`config.mk`:
```
export PLATFORM = sky130hd
export DESIGN_NAME = pcie_tlp_monitor
export DESIGN_NICKNAME = d
export VERILOG_FILES = /design/src/design/tlp_mon_pkg.sv /design/src/design/tlp_rec_if.sv /design/src/design/pcie_tlp_monitor.sv /design/src/design/wb_csr.sv /design/src/design/tlp_stats.sv /design/src/design/tlp_classify.sv /design/src/design/tlp_hdr_extract.sv
export VERILOG_INCLUDE_DIRS = /design/src /design/src/include
export SDC_FILE = /design/constraint.sdc
export NUM_CORES = 2
export LEC_CHECK = 0
export BUFFER_PORTS_ARGS = -buffer_cell sky130_fd_sc_hd__clkbuf_2
export CAP_MARGIN = 20
export CELL_PAD_IN_SITES_DETAIL_PLACEMENT = 1
export CELL_PAD_IN_SITES_GLOBAL_PLACEMENT = 1
export CORE_MARGIN = 5
export CORE_UTILIZATION = 50
export CTS_CLUSTER_DIAMETER = 80
export DETAILED_ROUTE_END_ITERATION = 10
export GPL_TIMING_DRIVEN = 0
export PLACE_DENSITY = 0.85
export SLEW_MARGIN = 20
export SYNTH_ARGS = -nofsm -noshare
export SYNTH_HDL_FRONTEND = slang
export SYNTH_SLANG_ARGS = --single-unit
```
`constraint.sdc`:
```
create_clock -name clk -period 11.75 [get_ports clk]
set_input_delay 1.175 -clock clk [delete_from_list [all_inputs] [get_ports clk]]
set_output_delay 1.175 -clock clk [all_outputs]
set_load 0.05 [all_outputs]
```
`src/include/tlp_mon_defs.svh`:
```
////////////////////
// widths and CSR map shared by the TLP monitor RTL, include where a macro is needed
////////////////////
`ifndef TLP_MON_DEFS_SVH
`define TLP_MON_DEFS_SVH

// streaming bus, 64-bit sop lanes
`define TLP_DATA_W     256
`define TLP_LANES      4
`define TLP_CATS       8

// statistics counters, saturate at all ones
`define TLP_CNT_W      16

// wishbone word address and data
`define WB_ADR_W       6
`define WB_DAT_W       32
`define CSR_CNT_BASE   6'h00
`define CSR_TOTAL_BASE 6'h10
`define CSR_HDR_BASE   6'h18
`define CSR_CLEAR      6'h20

`endif
```
`src/design/tlp_mon_pkg.sv`:
```
////////////////////
// TLP category, header and record types used across the monitor
////////////////////
package tlp_mon_pkg;

   // direction index into the statistics arrays
   localparam int dir_tx = 0;
   localparam int dir_rx = 1;

   // category from the fmt/type byte of h1
   typedef enum logic [2:0] {
      cat_mrd     = 3'd0,
      cat_mrdlk   = 3'd1,
      cat_mwr     = 3'd2,
      cat_io      = 3'd3,
      cat_cfg     = 3'd4,
      cat_msg     = 3'd5,
      cat_cpl     = 3'd6,
      cat_unknown = 3'd7
   } tlp_cat_e;

   // first three header dwords, h1 first on the wire
   typedef struct packed {
      logic [31:0] h1;
      logic [31:0] h2;
      logic [31:0] h3;
   } tlp_hdr_t;

   // classified TLP
   // tag is zero for categories that carry none
   typedef struct packed {
      tlp_cat_e    cat;
      logic [7:0]  tag;
      logic [11:0] len_bytes;
      tlp_hdr_t    hdr;
   } tlp_rec_t;

endpackage

```
`src/design/tlp_rec_if.sv`:
```
////////////////////
// classified TLP record, one-cycle valid pulse, no back-pressure
////////////////////
`timescale 1ns/1ns

interface tlp_rec_if (
   input logic clk,
   input logic rstn
);
   import tlp_mon_pkg::*;

   logic     valid;
   tlp_rec_t rec;

   // classifier drives, statistics block observes
   modport src (input clk, input rstn, output valid, output rec);
   modport dst (input clk, input rstn, input valid, input rec);

endinterface

```
`src/design/pcie_tlp_monitor.sv`:
```
////////////////////
// PCIe TLP monitor top, TX and RX extract/classify chains into statistics and a wishbone CSR
////////////////////
`timescale 1ns/1ns
`include "tlp_mon_defs.svh"

module pcie_tlp_monitor (
   input  logic                   clk,
   input  logic                   rstn,
   input  logic [`TLP_DATA_W-1:0] tx_st_data,
   input  logic [`TLP_LANES-1:0]  tx_st_valid,
   input  logic [`TLP_LANES-1:0]  tx_st_sop,
   input  logic [`TLP_LANES-1:0]  tx_st_eop,
   input  logic                   tx_st_ready,
   input  logic [`TLP_DATA_W-1:0] rx_st_data,
   input  logic [`TLP_LANES-1:0]  rx_st_valid,
   input  logic [`TLP_LANES-1:0]  rx_st_sop,
   input  logic [`TLP_LANES-1:0]  rx_st_eop,
   input  logic                   wb_cyc,
   input  logic                   wb_stb,
   input  logic                   wb_we,
   input  logic [`WB_ADR_W-1:0]   wb_adr,
   input  logic [`WB_DAT_W-1:0]   wb_dat_w,
   output logic [`WB_DAT_W-1:0]   wb_dat_r,
   output logic                   wb_ack
);
   import tlp_mon_pkg::*;

   logic                                       tx_accept;
   logic                                       rx_accept;
   logic                                       tx_hdr_valid;
   logic                                       rx_hdr_valid;
   tlp_hdr_t                                   tx_hdr;
   tlp_hdr_t                                   rx_hdr;
   logic                                       clear;
   logic [1:0][`TLP_CATS-1:0][`TLP_CNT_W-1:0] cnt;
   logic [1:0][`TLP_CNT_W-1:0]                total;
   tlp_rec_t [1:0]                             last_rec;

   // TX needs ready, RX only looks at valid lane 0
   assign tx_accept = (|tx_st_valid) & tx_st_ready;
   assign rx_accept = rx_st_valid[0];

   tlp_rec_if tx_rec_if_i (.clk(clk), .rstn(rstn));
   tlp_rec_if rx_rec_if_i (.clk(clk), .rstn(rstn));

   ////////////////////
   // TX chain
   ////////////////////

   tlp_hdr_extract #(.lane_reversed(1'b0)) tx_extract_i (
      .clk(clk), .rstn(rstn), .data(tx_st_data), .sop(tx_st_sop), .accept(tx_accept),
      .hdr_valid(tx_hdr_valid), .hdr(tx_hdr));

   tlp_classify tx_classify_i (
      .clk(clk), .rstn(rstn), .hdr_valid(tx_hdr_valid), .hdr(tx_hdr), .rec(tx_rec_if_i.src));

   ////////////////////
   // RX chain
   ////////////////////

   tlp_hdr_extract #(.lane_reversed(1'b1)) rx_extract_i (
      .clk(clk), .rstn(rstn), .data(rx_st_data), .sop(rx_st_sop), .accept(rx_accept),
      .hdr_valid(rx_hdr_valid), .hdr(rx_hdr));

   tlp_classify rx_classify_i (
      .clk(clk), .rstn(rstn), .hdr_valid(rx_hdr_valid), .hdr(rx_hdr), .rec(rx_rec_if_i.src));

   tlp_stats stats_i (
      .clk(clk), .rstn(rstn), .tx_rec(tx_rec_if_i.dst), .rx_rec(rx_rec_if_i.dst),
      .clear(clear), .cnt(cnt), .total(total), .last_rec(last_rec));

   wb_csr csr_i (
      .clk(clk), .rstn(rstn), .wb_cyc(wb_cyc), .wb_stb(wb_stb), .wb_we(wb_we),
      .wb_adr(wb_adr), .wb_dat_w(wb_dat_w), .cnt(cnt), .total(total),
      .last_rec(last_rec), .wb_dat_r(wb_dat_r), .wb_ack(wb_ack), .clear(clear));

endmodule

```
`src/design/wb_csr.sv`:
```
////////////////////
// wishbone classic slave, reads counters and last headers, write to the clear address resets
////////////////////
`timescale 1ns/1ns
`include "tlp_mon_defs.svh"

module wb_csr (
   input  logic                                       clk,
   input  logic                                       rstn,
   input  logic                                       wb_cyc,
   input  logic                                       wb_stb,
   input  logic                                       wb_we,
   input  logic [`WB_ADR_W-1:0]                       wb_adr,
   input  logic [`WB_DAT_W-1:0]                       wb_dat_w,
   input  logic [1:0][`TLP_CATS-1:0][`TLP_CNT_W-1:0] cnt,
   input  logic [1:0][`TLP_CNT_W-1:0]                total,
   input  tlp_mon_pkg::tlp_rec_t [1:0]               last_rec,
   output logic [`WB_DAT_W-1:0]                       wb_dat_r,
   output logic                                       wb_ack,
   output logic                                       clear
);
   import tlp_mon_pkg::*;

   logic                 req;
   logic [`WB_ADR_W-1:0] cnt_off;
   logic [`WB_ADR_W-1:0] tot_off;
   logic [`WB_ADR_W-1:0] hdr_off;
   tlp_rec_t             sel_rec;
   logic [`WB_DAT_W-1:0] rd_data;

   // new request, not the cycle that acks it
   assign req = wb_cyc & wb_stb & ~wb_ack;

   ////////////////////
   // read decode
   ////////////////////

   // offsets below a base wrap high and fall out of range
   always_comb begin
      cnt_off = wb_adr - `CSR_CNT_BASE;
      tot_off = wb_adr - `CSR_TOTAL_BASE;
      hdr_off = wb_adr - `CSR_HDR_BASE;
      sel_rec = last_rec[hdr_off[2]];
      rd_data = '0;
      if (cnt_off < 2 * `TLP_CATS) begin
         rd_data[`TLP_CNT_W-1:0] = cnt[cnt_off[3]][cnt_off[2:0]];
      end else if (tot_off < 2) begin
         rd_data[`TLP_CNT_W-1:0] = total[tot_off[0]];
      end else if (hdr_off < 8) begin
         case (hdr_off[1:0])
            2'd0:    rd_data = sel_rec.hdr.h1;
            2'd1:    rd_data = sel_rec.hdr.h2;
            2'd2:    rd_data = sel_rec.hdr.h3;
            default: rd_data = {12'h000, sel_rec.tag, sel_rec.len_bytes};
         endcase
      end
   end

   always_ff @(posedge clk) begin
      if (!rstn) begin
         wb_ack <= 1'b0;
         clear  <= 1'b0;
      end else begin
         wb_ack <= req;
         clear  <= req & wb_we & (wb_adr == `CSR_CLEAR);
      end
   end

   // read data lands with ack
   always_ff @(posedge clk) begin
      if (req) begin
         wb_dat_r <= rd_data;
      end
   end

   a_ack_after_req: assert property (@(posedge clk) disable iff (!rstn)
      wb_ack |-> $past(wb_cyc && wb_stb));

endmodule

```
`src/design/tlp_stats.sv`:
```
////////////////////
// saturating TLP counters per direction and category, plus the last record of each side
////////////////////
`timescale 1ns/1ns
`include "tlp_mon_defs.svh"

module tlp_stats (
   input  logic                                          clk,
   input  logic                                          rstn,
   tlp_rec_if.dst                                        tx_rec,
   tlp_rec_if.dst                                        rx_rec,
   input  logic                                          clear,
   output logic [1:0][`TLP_CATS-1:0][`TLP_CNT_W-1:0]    cnt,
   output logic [1:0][`TLP_CNT_W-1:0]                   total,
   output tlp_mon_pkg::tlp_rec_t [1:0]                  last_rec
);
   import tlp_mon_pkg::*;

   logic [1:0]     in_valid;
   tlp_rec_t [1:0] in_rec;

   function automatic logic [`TLP_CNT_W-1:0] sat_inc(input logic [`TLP_CNT_W-1:0] v);
      return (&v) ? v : v + 1'b1;
   endfunction

   // both directions through one update loop
   assign in_valid[dir_tx] = tx_rec.valid;
   assign in_valid[dir_rx] = rx_rec.valid;
   assign in_rec[dir_tx]   = tx_rec.rec;
   assign in_rec[dir_rx]   = rx_rec.rec;

   // clear wins over a record in the same cycle
   always_ff @(posedge clk) begin
      if (!rstn || clear) begin
         cnt      <= '0;
         total    <= '0;
         last_rec <= '0;
      end else begin
         for (int d = 0; d < 2; d++) begin
            if (in_valid[d]) begin
               cnt[d][in_rec[d].cat] <= sat_inc(cnt[d][in_rec[d].cat]);
               total[d]              <= sat_inc(total[d]);
               last_rec[d]           <= in_rec[d];
            end
         end
      end
   end

   ////////////////////
   // checks
   ////////////////////

   for (genvar d = 0; d < 2; d++) begin : g_dir
      for (genvar c = 0; c < `TLP_CATS; c++) begin : g_cat
         // a full counter stays full until cleared
         a_no_wrap: assert property (@(posedge clk) disable iff (!rstn)
            (&cnt[d][c]) && !clear |=> (&cnt[d][c]));
      end
   end

endmodule

```
`src/design/tlp_classify.sv`:
```
////////////////////
// fmt/type decode into category, tag and byte length, registered onto the record bus
////////////////////
`timescale 1ns/1ns

module tlp_classify (
   input  logic                  clk,
   input  logic                  rstn,
   input  logic                  hdr_valid,
   input  tlp_mon_pkg::tlp_hdr_t hdr,
   tlp_rec_if.src                rec
);
   import tlp_mon_pkg::*;

   tlp_cat_e   cat;
   logic [7:0] tag;

   always_comb begin
      casez (hdr.h1[31:24])
         8'b00?0_0000: cat = cat_mrd;
         8'b00?0_0001: cat = cat_mrdlk;
         8'b01?0_0000: cat = cat_mwr;
         8'b0?00_0010: cat = cat_io;
         8'b0?00_010?: cat = cat_cfg;
         8'b0?11_0???: cat = cat_msg;
         8'b0?00_101?: cat = cat_cpl;
         default:      cat = cat_unknown;
      endcase
   end

   // completions carry the requester tag in h3, requests in h2
   always_comb begin
      case (cat)
         cat_cpl:                              tag = hdr.h3[15:8];
         cat_mrd, cat_mrdlk, cat_io, cat_cfg: tag = hdr.h2[15:8];
         default:                              tag = 8'h00;
      endcase
   end

   always_ff @(posedge clk) begin
      if (!rstn) begin
         rec.valid <= 1'b0;
      end else begin
         rec.valid <= hdr_valid;
      end
   end

   // length field in dwords, times four
   always_ff @(posedge clk) begin
      if (hdr_valid) begin
         rec.rec <= '{cat: cat, tag: tag, len_bytes: {hdr.h1[9:0], 2'b00}, hdr: hdr};
      end
   end

endmodule

```
`src/design/tlp_hdr_extract.sv`:
```
////////////////////
// pulls the 3-dword TLP header out of a 256-bit stream at the sop lane
// lane_reversed selects RX dword order, split headers finish on the next accepted beat
////////////////////
`timescale 1ns/1ns
`include "tlp_mon_defs.svh"

module tlp_hdr_extract #(
   parameter bit lane_reversed = 1'b0
) (
   input  logic                   clk,
   input  logic                   rstn,
   input  logic [`TLP_DATA_W-1:0] data,
   input  logic [`TLP_LANES-1:0]  sop,
   input  logic                   accept,
   output logic                   hdr_valid,
   output tlp_mon_pkg::tlp_hdr_t  hdr
);
   import tlp_mon_pkg::*;

   localparam int dw_n = `TLP_DATA_W / 32;
   localparam int last = `TLP_LANES - 1;

   logic [31:0]           dw [dw_n];
   logic [`TLP_LANES-1:0] sop_w;
   logic                  start_now;
   tlp_hdr_t              now_hdr;
   logic                  pend;
   logic [31:0]           pend_h1;
   logic [31:0]           pend_h2;

   ////////////////////
   // wire order
   ////////////////////

   // dw[0] and sop_w[0] are always the first on the wire
   always_comb begin
      for (int k = 0; k < dw_n; k++) begin
         dw[k] = lane_reversed ? data[32*(dw_n-1-k) +: 32] : data[32*k +: 32];
      end
      for (int i = 0; i < `TLP_LANES; i++) begin
         sop_w[i] = lane_reversed ? sop[last-i] : sop[i];
      end
   end

   // header that fits inside this beat
   always_comb begin
      start_now = 1'b0;
      now_hdr   = '0;
      for (int p = 0; p < last; p++) begin
         if (sop_w[p]) begin
            start_now  = 1'b1;
            now_hdr.h1 = dw[2*p];
            now_hdr.h2 = dw[2*p+1];
            now_hdr.h3 = dw[2*p+2];
         end
      end
   end

   ////////////////////
   // capture
   ////////////////////

   always_ff @(posedge clk) begin
      if (!rstn) begin
         hdr_valid <= 1'b0;
         pend      <= 1'b0;
      end else begin
         hdr_valid <= accept & (pend | start_now);
         // start on the last lane waits for h3
         if (accept) begin
            pend <= sop_w[last];
         end
      end
   end

   always_ff @(posedge clk) begin
      if (accept && pend) begin
         hdr <= '{h1: pend_h1, h2: pend_h2, h3: dw[0]};
      end else if (accept && start_now) begin
         hdr <= now_hdr;
      end
      if (accept && sop_w[last]) begin
         pend_h1 <= dw[2*last];
         pend_h2 <= dw[2*last+1];
      end
   end

   // one start per beat, none next to the tail of a split header
   a_one_start: assert property (@(posedge clk) disable iff (!rstn)
      accept |-> $onehot0(sop) && !(pend && start_now));

endmodule

```
==> impl_metrics.json <==
{
  "antenna_found_initial": 25,
  "gr-total-overflow": 0,
  "final_cell_area_um2": 56400,
  "timing.final.ws_setup_ps": 6640,
  "yosysSeqAreaShare_pct": 56.6,
  "use_met2_pct": 60.6,
  "min_path_type": "reg -> reg",
  "synth_area_um2": 47900,
  "syn-num-nets": 4934,
  "rows": 113,
  "io_pins": 613,
  "p_per_area_nw_per_um2": 154,
  "r2r-end": "stats_i.cnt[209]$_SDFFE_PP0P_",
  "grt_pass1_vias": 44132,
  "dp_slack_ps": 6250,
  "htree_levels": 3,
  "rsz0062_at_grt": "no",
  "syn_to_final_growth_pct": 17.8,
  "cts_hold_buffers": 0,
  "synth_area_per_cell_um2": 11.0,
  "grt_busiest_layer": "met2",
  "p_clk_share_pct": 42.5,
  "synthCells": 4349,
  "maxSlewViolCount": 0,
  "ant_nets": 0,
  "clk_latency_ps": 720,
  "skew_ps": 37.3,
  "fillers": 10304,
  "drt_iter0_drc": 5184,
  "max_freq_ghz": 0.196,
  "dieArea_um2": 102000,
  "yosysTopAreaCellShare_pct": 35.5,
  "core-area_um2": 95000,
  "setup_viol": 0,
  "post_cts.repair.setup_buffers": 0,
  "clk_pin_slew_worst_paths_ps": 70,
  "async_flop_share_pct": 0,
  "die_w_um": 320,
  "p_leak_nw": 19.9,
  "cp_max_fo": 10,
  "yosys-top-cells-count": "566 x edfxtp_1, 528 x nor2_1, 504 x dfxtp_1",
  "swShare_pct": 25.4,
  "whs_ps": 407,
  "drc": 0,
  "p_sw_mw": 2.21,
  "fin_cells": 6418,
  "ctsResizeCount": 0,
  "cts_tree": "yes",
  "dr.pass1.iters": 6,
  "synth_most_common_cell": "edfxtp_1",
  "maxCapViolations": 0,
  "ys_types": 75,
  "cts_buffer_depth": 3,
  "gr-usage-met1_pct": 45.9,
  "grt_max_degree": 59,
  "reg2reg_from": "rx_classify_i.rec.rec[117]$_DFFE_PP_",
  "synthFlopType": "edfxtp_1",
  "cp-endpoint": "csr_i.wb_dat_r[26]$_SDFFCE_PP0P_",
  "cts_sinks": 1070,
  "r2r_setup_slack_ps": 7150,
  "cp-end-kind": "register",
  "path_class": "in -> reg",
  "synthTopCellsByArea": "edfxtp_1 35%, dfxtp_1 21%, mux4_2 7.0%",
  "avgViaCountPerCell": 6.63,
  "seq_power_share_pct": 48.7,
  "critPathLaunchType": "input pin",
  "dieHeight_um": 320,
  "dp.cells": 6187,
  "nets": 5618,
  "place_area_um2": 52600,
  "clockRootBuffer": "clkbuf_16",
  "cts_buffers": 109,
  "maxSlewHeadroom_pct": 18.0,
  "hold_depth": 0,
  "timing.final.crit_period_ps": 5110,
  "num_vias": 42553,
  "grt_pass1_wl_um": 287000,
  "synth_edf_count": 566,
  "track_usage_pct": 37.3,
  "grt_use_met3_pct": 7.74,
  "hpwl_um": 144000,
  "finalSetupTns_ps": 0,
  "rr_worst_depth": 9,
  "intPower_mw": 6.48,
  "place_congestion": 0.973,
  "synth-seq-cells": 1070,
  "yosysWarnings": 0,
  "worst-endpoint-required_ps": 12120,
  "hold_violations": 0,
  "comb_power_share_pct": 8.8,
  "timing.critical_path.from": "wb_adr[1]",
  "finalCritPeriodShare_pct": 43.5,
  "status": "finished, final reports clean",
  "drt-total-wl_um": 199000,
  "drt-wirelength-per-cell_um": 31.0,
  "tightest_slew_ps": 1230,
  "yosys.area.top_type": "edfxtp_1",
  "vdd_drop_max_mv": 0.128,
  "drive_gt1_share_pct": 19.7,
  "io_buffers": 562,
  "crit_arrival_ps": 5480,
  "start_util_pct": 50.4
}
==> cell usage in the layout, fill, tap and decap left out, drive strengths merged, types with 15 or more instances in the layout <==
cell | netlist | final
o31ai | 18 | 18
o21a | 15 | 15
buf | 75 | 84
or3 | 30 | 30
o21ai | 279 | 279
nand3 | 122 | 122
nor2 | 528 | 528
and2 | 15 | 15
a22o | 16 | 16
a211oi | 29 | 29
a21oi | 397 | 397
nand2 | 493 | 493
dfxtp | 504 | 504
and3 | 23 | 23
a221oi | 28 | 28
clkinv | 1 | 38
mux2 | 37 | 37
mux2i | 292 | 292
mux4 | 157 | 157
nor2b | 21 | 21
clkbuf | 263 | 977
o221ai | 15 | 15
nor3 | 49 | 49
a22oi | 193 | 193
edfxtp | 566 | 566
nand4 | 25 | 25
diode | 0 | 23
==> state kept, by name, summed over array words and instances, names as in the netlist, 32 cells and up <==
name / flops
tx_extract_i.pend_h2: 32
stats_i.last_rec: 208
stats_i.cnt: 256
rx_classify_i.rec.rec: 107
rx_extract_i.pend_h1: 32
tx_classify_i.rec.rec: 107
rx_extract_i.hdr: 96
csr_i.wb_dat_r: 32
rx_extract_i.pend_h2: 32
tx_extract_i.pend_h1: 32
tx_extract_i.hdr: 96
stats_i.total: 32
==> area by class of cell <==
cell class	instances	area, um2	share of cell area [%]
Antenna cell	23	57.6	0.102
Buffer	338	1390	2.47
Clock buffer	150	3220	5.71
Clock inverter	58	569	1.01
Inverter	10	37.5	0.0665
Multi-Input combinational cell	2931	19400	34.4
Sequential cell	1070	27100	48.0
Tap cell	1265	1580	2.80
Timing Repair Buffer	573	3060	5.43
==> cell families (layout without fill, tap and decap cells) <==
| family | count (synthesis) | in the layout | share of synthesized area [%] |
|---|---|---|---|
| AO/OA/AOI/OAI | 1050 | 1050 | 13.2 |
| XOR/XNOR | 27 | 27 | 0.494 |
| adder cells (fa/ha/maj) | 5 | 5 | 0.131 |
| buffers and inverters | 348 | 1129 | 2.95 |
| flip-flops | 1070 | 1070 | 56.6 |
| multiplexers | 486 | 486 | 14.4 |
| other | 0 | 23 | 0 |
| AND/OR/NAND/NOR | 1363 | 1363 | 12.2 |
==> through the flow <==
stage                     power [mW]  util (%)
after global placement          4.99      55.0
after global routing            8.90      59.4
after detailed placement        5.04      55.3
after floorplan                 4.64         -
final                           8.69      59.4
after CTS                       8.66      59.3
==> critical path: stages <==
cell and delay [ps]:
clkbuf_1 620, buf_1 850, clkbuf_1 790, buf_1 640, mux2i_1 300, nor2_1 220
a21oi_1 70, a211oi_1 800
==> power groups by stage <==
stage	logic, mW	registers [mW]	clock network (mW)
after global routing	0.797	4.24	3.86
after CTS	0.742	4.23	3.69
after floorplan	0.363	4.28	0
after global placement	0.680	4.31	0
final	0.765	4.24	3.69
after detailed placement	0.730	4.31	0
==> how the worst min path moves through the flow <==
| stage | from | end |
|---|---|---|
| 2_1_floorplan | rx_extract_i.hdr[0]$_DFFE_PP_ | rx_classify_i.rec.rec[0]$_DFFE_PP_ |
| 3_3_place_gp | tx_extract_i.hdr[30]$_DFFE_PP_ | tx_classify_i.rec.rec[30]$_DFFE_PP_ |
| 3_5_place_dp | rx_extract_i.hdr[25]$_DFFE_PP_ | rx_classify_i.rec.rec[25]$_DFFE_PP_ |
| 4_1_cts | tx_extract_i.hdr[74]$_DFFE_PP_ | tx_classify_i.rec.rec[74]$_DFFE_PP_ |
| 5_1_grt | tx_extract_i.hdr[54]$_DFFE_PP_ | tx_classify_i.rec.rec[54]$_DFFE_PP_ |
| 6_report | tx_extract_i.hdr[74]$_DFFE_PP_ | tx_classify_i.rec.rec[74]$_DFFE_PP_ |
==> per-layer routing <==
layer	share of wire, %	routed length, um
met5	0.045	90
met4	7.4	14700
met3	9.7	19200
met2	47	93500
met1	36	71300
No activity file was read; power rests on OpenSTA's default activity.
